==> config.mk <==
export PLATFORM = sky130hd
export DESIGN_NAME = decode_stage
export DESIGN_NICKNAME = d
export VERILOG_FILES = /design/src/common/dp_pkg.sv /design/src/decode/register_file.sv /design/src/decode/decode_stage.sv
export SDC_FILE = /design/constraint.sdc
export NUM_CORES = 2
export LEC_CHECK = 0
export ABC_AREA = 1
export BUFFER_PORTS_ARGS = -buffer_cell sky130_fd_sc_hd__buf_2
export CORE_UTILIZATION = 35
export DETAILED_ROUTE_END_ITERATION = 12
export SYNTH_ARGS = -nofsm -noshare
export SYNTH_HDL_FRONTEND = slang
export SYNTH_SLANG_ARGS = --single-unit
export TNS_END_PERCENT = 1
==> constraint.sdc <==
create_clock -name i_clk -period 11.1 [get_ports i_clk]
set_input_delay 1.665 -clock i_clk [delete_from_list [all_inputs] [get_ports i_clk]]
set_output_delay 1.665 -clock i_clk [all_outputs]
set_load 0.01 [all_outputs]
==> src/common/dp_pkg.sv <==
//----------------------------------------
// Shared widths, opcode and operation
// enums, and the pipeline stage records.
//----------------------------------------

package dp_pkg;

    localparam int unsigned XLEN       = 64;
    localparam int unsigned INSTR_W    = 32;
    localparam int unsigned REG_ADDR_W = 5;

    // Major opcodes of the supported RV64I subset.
    typedef enum logic [6:0] {
        OPC_OP     = 7'b0110011,
        OPC_OP_IMM = 7'b0010011,
        OPC_LUI    = 7'b0110111,
        OPC_BRANCH = 7'b1100011,
        OPC_JAL    = 7'b1101111
    } opcode_e;

    typedef enum logic [3:0] {
        ALU_ADD    = 4'd0,
        ALU_SUB    = 4'd1,
        ALU_AND    = 4'd2,
        ALU_OR     = 4'd3,
        ALU_XOR    = 4'd4,
        ALU_SLT    = 4'd5,
        ALU_SLL    = 4'd6,
        ALU_SRL    = 4'd7,
        ALU_PASS_B = 4'd8
    } alu_op_e;

    // Encoded as the func3 field of the branch instruction.
    typedef enum logic [2:0] {
        BR_EQ = 3'b000,
        BR_NE = 3'b001,
        BR_LT = 3'b100,
        BR_GE = 3'b101
    } branch_op_e;

    //----------------------------------------
    // Stage records.
    //----------------------------------------

    typedef struct packed {
        logic                 valid;
        logic [XLEN-1:0]      pc;
        logic [INSTR_W-1:0]   instr;
    } issue_t;

    typedef struct packed {
        logic                  valid;
        logic [XLEN-1:0]       pc;
        logic [REG_ADDR_W-1:0] rs1_addr;
        logic [REG_ADDR_W-1:0] rs2_addr;
        logic [REG_ADDR_W-1:0] rd_addr;
        logic [XLEN-1:0]       rs1_data;
        logic [XLEN-1:0]       rs2_data;
        logic [XLEN-1:0]       imm;
        alu_op_e               alu_op;
        logic                  alu_src_imm;
        logic                  reg_we;
        logic                  is_branch;
        branch_op_e            branch_op;
        logic                  is_jump;
    } exec_t;

    typedef struct packed {
        logic                  valid;
        logic                  reg_we;
        logic [REG_ADDR_W-1:0] rd_addr;
        logic [XLEN-1:0]       data;
        logic                  redirect;
        logic [XLEN-1:0]       target;
    } retire_t;

endpackage

==> src/decode/register_file.sv <==
//----------------------------------------
// 32 x 64-bit register file, x0 reads zero,
// write-through bypass to both read ports.
//----------------------------------------

`timescale 1ns/10ps

module register_file (
    input  logic                          i_clk,
    input  logic                          i_arst,
    input  logic                          i_stall,
    input  dp_pkg::retire_t               i_write,
    input  logic [dp_pkg::REG_ADDR_W-1:0] i_rs1_addr,
    input  logic [dp_pkg::REG_ADDR_W-1:0] i_rs2_addr,
    output logic [dp_pkg::XLEN-1:0]       o_rs1_data,
    output logic [dp_pkg::XLEN-1:0]       o_rs2_data
);

    logic [dp_pkg::XLEN-1:0] regs [32];
    logic                    wr_pending;

    // A retiring write, whether or not this edge commits it.
    assign wr_pending = i_write.valid && i_write.reg_we;

    always_ff @(posedge i_clk) begin
        if (wr_pending && !i_stall && (i_write.rd_addr != '0)) begin
            regs[i_write.rd_addr] <= i_write.data;
        end
    end

    // Read ports, with bypass of the pending write.
    always_comb begin
        if (i_rs1_addr == '0) begin
            o_rs1_data = '0;
        end else if (wr_pending && (i_write.rd_addr == i_rs1_addr)) begin
            o_rs1_data = i_write.data;
        end else begin
            o_rs1_data = regs[i_rs1_addr];
        end

        if (i_rs2_addr == '0) begin
            o_rs2_data = '0;
        end else if (wr_pending && (i_write.rd_addr == i_rs2_addr)) begin
            o_rs2_data = i_write.data;
        end else begin
            o_rs2_data = regs[i_rs2_addr];
        end
    end

    // Decode clears the write enable for x0 destinations.
    assert property (@(posedge i_clk) disable iff (i_arst)
        wr_pending |-> (i_write.rd_addr != '0));

endmodule

==> src/decode/decode_stage.sv <==
//----------------------------------------
// Decode register, instruction decoder with
// immediates, register file, execute register.
//----------------------------------------

`timescale 1ns/10ps

module decode_stage (
    input  logic             i_clk,
    input  logic             i_arst,
    input  dp_pkg::issue_t   i_issue,
    input  logic             i_stall,
    input  logic             i_flush,
    input  dp_pkg::retire_t  i_retire,
    output dp_pkg::exec_t    o_exec
);

    dp_pkg::issue_t              dec_q;
    dp_pkg::exec_t               exec_d;
    dp_pkg::exec_t               exec_q;
    logic [dp_pkg::INSTR_W-1:0]  instr;
    dp_pkg::opcode_e             opcode;
    logic [2:0]                  func3;
    logic                        func7_5;
    logic                        legal;
    logic [dp_pkg::XLEN-1:0]     imm_i;
    logic [dp_pkg::XLEN-1:0]     imm_u;
    logic [dp_pkg::XLEN-1:0]     imm_b;
    logic [dp_pkg::XLEN-1:0]     imm_j;
    logic [dp_pkg::XLEN-1:0]     rs1_data;
    logic [dp_pkg::XLEN-1:0]     rs2_data;

    //----------------------------------------
    // Field extraction and immediates.
    //----------------------------------------

    assign instr   = dec_q.instr;
    assign opcode  = dp_pkg::opcode_e'(instr[6:0]);
    assign func3   = instr[14:12];
    assign func7_5 = instr[30];

    assign imm_i = {{52{instr[31]}}, instr[31:20]};
    assign imm_u = {{32{instr[31]}}, instr[31:12], 12'b0};
    assign imm_b = {{51{instr[31]}}, instr[31], instr[7], instr[30:25], instr[11:8], 1'b0};
    assign imm_j = {{43{instr[31]}}, instr[31], instr[19:12], instr[20], instr[30:21], 1'b0};

    register_file register_file_inst (
        .i_clk      ( i_clk              ),
        .i_arst     ( i_arst             ),
        .i_stall    ( i_stall            ),
        .i_write    ( i_retire           ),
        .i_rs1_addr ( instr[19:15]       ),
        .i_rs2_addr ( instr[24:20]       ),
        .o_rs1_data ( rs1_data           ),
        .o_rs2_data ( rs2_data           )
    );

    //----------------------------------------
    // Control decode.
    //----------------------------------------

    always_comb begin
        exec_d           = '0;
        legal            = 1'b0;
        exec_d.pc        = dec_q.pc;
        exec_d.rs1_addr  = instr[19:15];
        exec_d.rs2_addr  = instr[24:20];
        exec_d.rd_addr   = instr[11:7];
        exec_d.rs1_data  = rs1_data;
        exec_d.rs2_data  = rs2_data;
        exec_d.alu_op    = dp_pkg::ALU_ADD;
        exec_d.branch_op = dp_pkg::branch_op_e'(func3);

        case (opcode)
            dp_pkg::OPC_OP: begin
                legal         = 1'b1;
                exec_d.reg_we = 1'b1;
                case (func3)
                    3'b000:  exec_d.alu_op = func7_5 ? dp_pkg::ALU_SUB : dp_pkg::ALU_ADD;
                    3'b001:  exec_d.alu_op = dp_pkg::ALU_SLL;
                    3'b010:  exec_d.alu_op = dp_pkg::ALU_SLT;
                    3'b100:  exec_d.alu_op = dp_pkg::ALU_XOR;
                    3'b110:  exec_d.alu_op = dp_pkg::ALU_OR;
                    3'b111:  exec_d.alu_op = dp_pkg::ALU_AND;
                    // SRA shares func3 with SRL and is not supported.
                    3'b101: begin
                        exec_d.alu_op = dp_pkg::ALU_SRL;
                        legal         = !func7_5;
                    end
                    default: legal = 1'b0;
                endcase
            end
            dp_pkg::OPC_OP_IMM: begin
                // Only ADDI.
                legal              = (func3 == 3'b000);
                exec_d.alu_src_imm = 1'b1;
                exec_d.imm         = imm_i;
                exec_d.reg_we      = 1'b1;
            end
            dp_pkg::OPC_LUI: begin
                legal              = 1'b1;
                exec_d.alu_op      = dp_pkg::ALU_PASS_B;
                exec_d.alu_src_imm = 1'b1;
                exec_d.imm         = imm_u;
                exec_d.reg_we      = 1'b1;
            end
            dp_pkg::OPC_BRANCH: begin
                legal            = (func3 == 3'b000) || (func3 == 3'b001) ||
                                   (func3 == 3'b100) || (func3 == 3'b101);
                exec_d.is_branch = 1'b1;
                exec_d.imm       = imm_b;
            end
            dp_pkg::OPC_JAL: begin
                legal          = 1'b1;
                exec_d.is_jump = 1'b1;
                exec_d.imm     = imm_j;
                exec_d.reg_we  = 1'b1;
            end
            default: legal = 1'b0;
        endcase

        // Writes to x0 are dropped here.
        if (exec_d.rd_addr == '0) begin
            exec_d.reg_we = 1'b0;
        end

        // Squashed or unknown instructions go on as bubbles.
        exec_d.valid = dec_q.valid && legal && !i_flush;
        if (!exec_d.valid) begin
            exec_d = '0;
        end
    end

    //----------------------------------------
    // Decode and execute registers.
    //----------------------------------------

    always_ff @(posedge i_clk or posedge i_arst) begin
        if (i_arst) begin
            dec_q  <= '0;
            exec_q <= '0;
        end else if (!i_stall) begin
            dec_q  <= i_issue;
            exec_q <= exec_d;
        end
    end

    assign o_exec = exec_q;

    // A redirect in writeback leaves a bubble in execute behind it.
    assert property (@(posedge i_clk) disable iff (i_arst)
        (i_retire.valid && i_retire.redirect) |-> !o_exec.valid);

endmodule

; ---- Yosys cells after proc, flatten, opt, wreduce, memory -nomap -nowiden
; Memories as Yosys holds them, arrays and structs flattened.
; Index checks and enable logic that the tools add are counted.
; W data, S select, Z words.
[totals]
mem_bits_rw = 2048
n_memories = 1
ff_bits = 380
[classes]
reduce_logical = 22
mux = 18
eq_ne = 13
[mem_list]
columns = memory, depth, word_bits, read_ports, rd_clocked_by_memory_dff, wr, line_no
row1 = register_file_inst.regs, 32, 64, 2, 0, 1, register_file.sv:19  ; logic [dp_pkg::XLEN-1:0] regs [32];
[op_table]
columns = op, n
row1 = $mux W283, 1
row2 = $mux W64, 4
row3 = $pmux W64 S4, 1
row4 = $pmux W3 S7, 1
row5 = $logic_not A5 Y1, 3
row6 = $eq A7 B6 Y1 const B, 2
row7 = $eq A7 B7 Y1 const B, 2
row8 = $eq A3 B3 Y1 const B, 4
row9 = $eq A5 B5 Y1, 2
row10 = $mux W1, 8
row11 = $pmux W4 S2, 1
row12 = $eq A7 B5 Y1 const B, 1
row13 = $logic_and A1 B1 Y1, 7
row14 = $reduce_or A6 Y1, 1
row15 = $reduce_bool A5 Y1, 1
row16 = $pmux W1 S4, 1
row17 = $reduce_or A2 Y1, 2
row18 = $reduce_or A4 Y1, 1
row19 = $eq A3 B1 Y1 const B, 1
row20 = $eq A3 B2 Y1 const B, 1
row21 = $logic_not A1 Y1, 3
row22 = $logic_not A3 Y1, 1
row23 = $logic_or A1 B1 Y1, 3
row24 = $pmux W1 S2, 1

; ---- Depth between registers and ports, before layout
[logic_depth]
depth_word = 8
depth_mapped = 15

; ---- Cells and area by module
; A second synthesis with hierarchy kept.
[hier_totals]
hier_cells = 13427
area_unflattened_um2 = 119238.1
[by_module_without_submodules]
columns = mod, seq_area_each_um2, area_each_um2, cells_per_inst, n_inst
row1 = register_file, 61499.0, 105105.8, 11831, 1
row2 = decode_stage, 8708.4, 14132.3, 1596, 1

; ---- Worst setup path after synthesis
; No wires, ideal clock.
[synth_path]
kind = in2reg
startpoint = input i_stall
endpoint = memory register_file_inst.regs[28][0] in the netlist's numbering, enable pin
required_ns = 10.535
path_stages = 4
t_arrival_ns = 6.601
path_buffers = 1
setup_slack_ns = 3.934
path_cell_list = clkbuf_1 > nor2_1 > nand4_1 > nor3_1
[synth_via]
elab_chain_cells = 5
[synth_lines]
columns = item, line_no
row1 = "start, declared", decode_stage.sv:12  ; input logic i_stall,
row2 = $logic_not A1 Y1, register_file.sv:26  ; if (wr_pending && !i_stall && (i_write.rd_addr != '0)) begin
row3 = $logic_and A1 B1 Y1 (2 in series), register_file.sv:26
row4 = $mux W1, register_file.sv:26
row5 = $mux W1 (implied by the code), register_file.sv:27  ; regs[i_write.rd_addr] <= i_write.data;
row6 = "end, declared", register_file.sv:19
; No other way between the ends.

; ---- Final worst setup path
[layout_path]
startpoint = register dec_q, in the netlist instr[17]
endpoint = register exec_q, in the netlist o_exec[152]
[layout_via]
elab_chain_cells = 5
elab_cells_between_ends = 7
[layout_lines]
columns = item, line_no
row1 = "start, declared", decode_stage.sv:18  ; dp_pkg::issue_t dec_q;
row2 = "start signal, assigned", decode_stage.sv:143  ; dec_q <= i_issue;
row3 = "parallel branches: the longest is 3 deep, another holds $mem_v2 Z32 W64", n/a
row4 = $mux W64 *, register_file.sv:33  ; if (i_rs1_addr == '0) begin
row5 = $mux W283 *, decode_stage.sv:129  ; if (!exec_d.valid) begin
row6 = "end signal, assigned", decode_stage.sv:141  ; exec_q <= '0;
row7 = "end signal, assigned", decode_stage.sv:144  ; exec_q <= exec_d;
row8 = "end, declared", decode_stage.sv:20  ; dp_pkg::exec_t exec_q;
; Mark *: on every way between the ends.
; A chain may end at the register's enable or synchronous reset.

==> results_dict.tcl <==
set metrics [dict create \
    outcome "finished clean" \
    synth_cells 13940 \
    finalSetupViolCount 0 \
    gp_congestion 0.8282 \
    worst_path_most_repeated_cell "nand2_1" \
    layout_commonest_cell "nand2_1" \
    dieArea_mm2 0.3469 \
    drcViolationCount 0 \
    port_buffers 454 \
    initial_core_util_pct 35.16 \
    crit_type "register to register" \
    min_to "o_exec[195]" \
    grt_pass1_vias 93980 \
    vias 102900 \
    worst-path-buf-inv 5 \
    post_cts_resized 0 \
    top_level_ports 520 \
    fp.coreArea_mm2 0.3430 \
    finalSetupTns_ps 0 \
    ys_seq_area_share_pct 58.21 \
    grt_pass1_wl_mm 650.2 \
    r2r_start "instr[17]" \
    power_density_mw_per_mm2 161.9 \
    antenna_found_initial 64 \
    maxSlewViolCount 0 \
    drt-total-wl_mm 454.8 \
    clkLatencyLatePin_ps 890 \
    cpMaxStageDelayCell "dfrtp_4" \
    wire_per_inst_um 24.30 \
    switching_share_pct 27.55 \
    required_ps 11840 \
    switching_power_w 0.006003 \
    regToRegSetupSlack_ps 5630 \
    drtIter0Drc 14100 \
    drive_above_1_share_pct 8.675 \
    rsz0062_at_grt "no" \
    fmax_mhz 182.8 \
    cts_tree "done" \
    rr_endpoint "o_exec[152]" \
    grt_max_degree 193 \
    track_usage_pct 25.28 \
    hold_viol 0 \
    critPathLaunchType "register" \
    fp.dieH_um 589.0 \
    cts_buffer_depth 4 \
    crit_fanout 54 \
    critPathMaxStageDelay_ps 1050 \
    cts_buffers 280 \
    hold_depth 2 \
    intPower_w 0.01579 \
    yosysWarnings 0 \
    final_net_count 14160 \
    maxCapViolations 0 \
    end_kind "register" \
    layout_common_cells "nand2_1, nand3_1, edfxtp_1, inv_1, nor2_1" \
    hp-class "register to register" \
    grt_overflow_total 0 \
    netlist_area_mm2 0.1206 \
    postRouteAntennaNets 0 \
    min_from "o_exec[195]" \
    finalCritPeriodShare_pct 49.29 \
    drtPass1Iterations 9 \
    ctsHoldBuffers 0 \
    p_comb_share_pct 13.2 \
    yosysUniqueCellTypes 43 \
    via_per_inst 5.498 \
    arrival_ps 6210 \
    cts_sinks 2396 \
    syn_avg_cell_area_um2 8.654 \
    max-slew-margin-rel_pct 17.69 \
    power_frac_clock_pct 41.0 \
    die_w_um 589.0 \
    htreeDepth 5 \
    cp_cell_sequence "buf_4, buf_4, buf_4, buf_4, nand3_1, nand2_1, nand2_1, nand2_1, inv_1, nand2_1, nand2_1, nand2_1, nand2_1" \
    fin_skew_ps 72.49 \
    cts_root_buf "clkbuf_16" \
    areaGrowthSynthToFinish_pct 11.57 \
    postCtsSetupRepairBufs 0 \
    min_period_ps 5471 \
    dpl.hpwl_mm 238.9 \
    synth-seq-cells 2396 \
    total_power_w 0.02179 \
    worst_r2r_path_depth 13 \
    power.leakage_nw 57.01 \
    max-vdd-ir-drop_uv 104.8 \
    seqPwrFrac_pct 45.8 \
    num_rows 215 \
    cp_top_family "buffers and inverters" \
    tightest_slew_ps 1235 \
    path_clk_slew_ps 60 \
]
cells by family after synthesis:
group | count (synthesis) | synth area share (%)
other | 1 | 0.003109
xor gates and xnor gates | 2 | 0.01453
DFF | 2396 | 58.21
and+or+nand+nor | 8332 | 28.83
AOI/OAI and AO/OA | 1152 | 5.459
buffers and inverters | 2054 | 7.483
worst register-to-register path, delay by kind of cell, from the launching register on:
kind / cells / cell delay [ps]
buffers and inverters: 5 / 3510
DFF: 1 / 1050
and+or+nand+nor: 8 / 790
flip-flops by register name, summed over array words and instances, names as in the netlist:
signal and flops:
o_exec 251, dec_q 65, register_file_inst.regs 2048, instr 32
worst max-delay path by stage:
stage	start	endpoint	slack, ps	cells after the start
final	instr[17]	o_exec[152]	5630	13
after global routing	instr[20]	o_exec[104]	5590	14
after CTS	instr[17]	o_exec[152]	5800	13
after detailed placement	i_stall	register_file_inst.regs[13][59]	5310	6
after global placement	i_stall	register_file_inst.regs[13][7]	5340	6
after floorplan	i_stall	register_file_inst.regs[28][0]	3930	4
metal layers:
layer / track usage, % / part of all wire (%) / vias to the layer above
met5: 0 / 0.039 / -
met4: 10.15 / 4.0 / 28
met3: 5.975 / 13 / 1060
met2: 38.60 / 44 / 6298
met1: 34.55 / 40 / 49400
li1: - / - / 46130
power by group through the flow:
stage | combinational [W] | clock [W] | sequential (W)
2_1_floorplan | 0.00190 | 0 | 0.0101
3_3_place_gp | 0.00279 | 0 | 0.0102
3_5_place_dp | 0.00280 | 0 | 0.0102
4_1_cts | 0.00281 | 0.00902 | 0.00997
5_1_grt | 0.00312 | 0.00936 | 0.00998
6_report | 0.00287 | 0.00894 | 0.00998
metrics by stage:
stage / area [µm²] / utilization [%] / std cells / setup WS (ps) / hold WS [ps]
after floorplan: 120800 / - / 14000 / 3934 / 442.2
after global placement: 125800 / 36.67 / 18190 / 5343 / 457.9
after CTS: 134500 / 39.21 / 18690 / 5803 / 475.5
after global routing: 134500 / 39.22 / 18700 / 5591 / 490.6
final: 134600 / 39.23 / 18720 / 5629 / 473.1
after detailed placement: 125800 / 36.67 / 18190 / 5314 / 459.6
cell type report:
type | instances | area [µm²]
clock buffers | 374 | 7655
multi-input cells | 9550 | 41890
diodes | 28 | 70.07
clock inverters | 122 | 1066
inverters | 1055 | 4044
fillers | 33820 | 208400
well taps | 4557 | 5702
repair buffers | 636 | 3886
flip-flops and latches | 2396 | 70240
cell usage after synthesis, drive strengths merged:
master / n / area share [%]
o22ai: 3 / 0.016
edfxtp: 2048 / 51
nor3: 9 / 0.051
clkinv: 3 / 0.010
buf: 773 / 3.5
xor2: 2 / 0.015
or2: 21 / 0.11
o211ai: 263 / 1.6
o31ai: 1 / 0.0062
nand2: 4910 / 15
nor3b: 2 / 0.012
clkbuf: 226 / 0.71
a22oi: 4 / 0.025
dfrtp: 348 / 7.2
conb: 1 / 0.0031
a211oi: 11 / 0.068
nor4: 1 / 0.0052
nand3b: 1 / 0.0062
nor2: 920 / 3.0
o21ai: 671 / 2.9
inv: 1052 / 3.3
nand4: 4 / 0.021
nand3: 2464 / 10
a21oi: 198 / 0.82
o221ai: 1 / 0.0073
No activity file was read; power rests on OpenSTA's default activity.
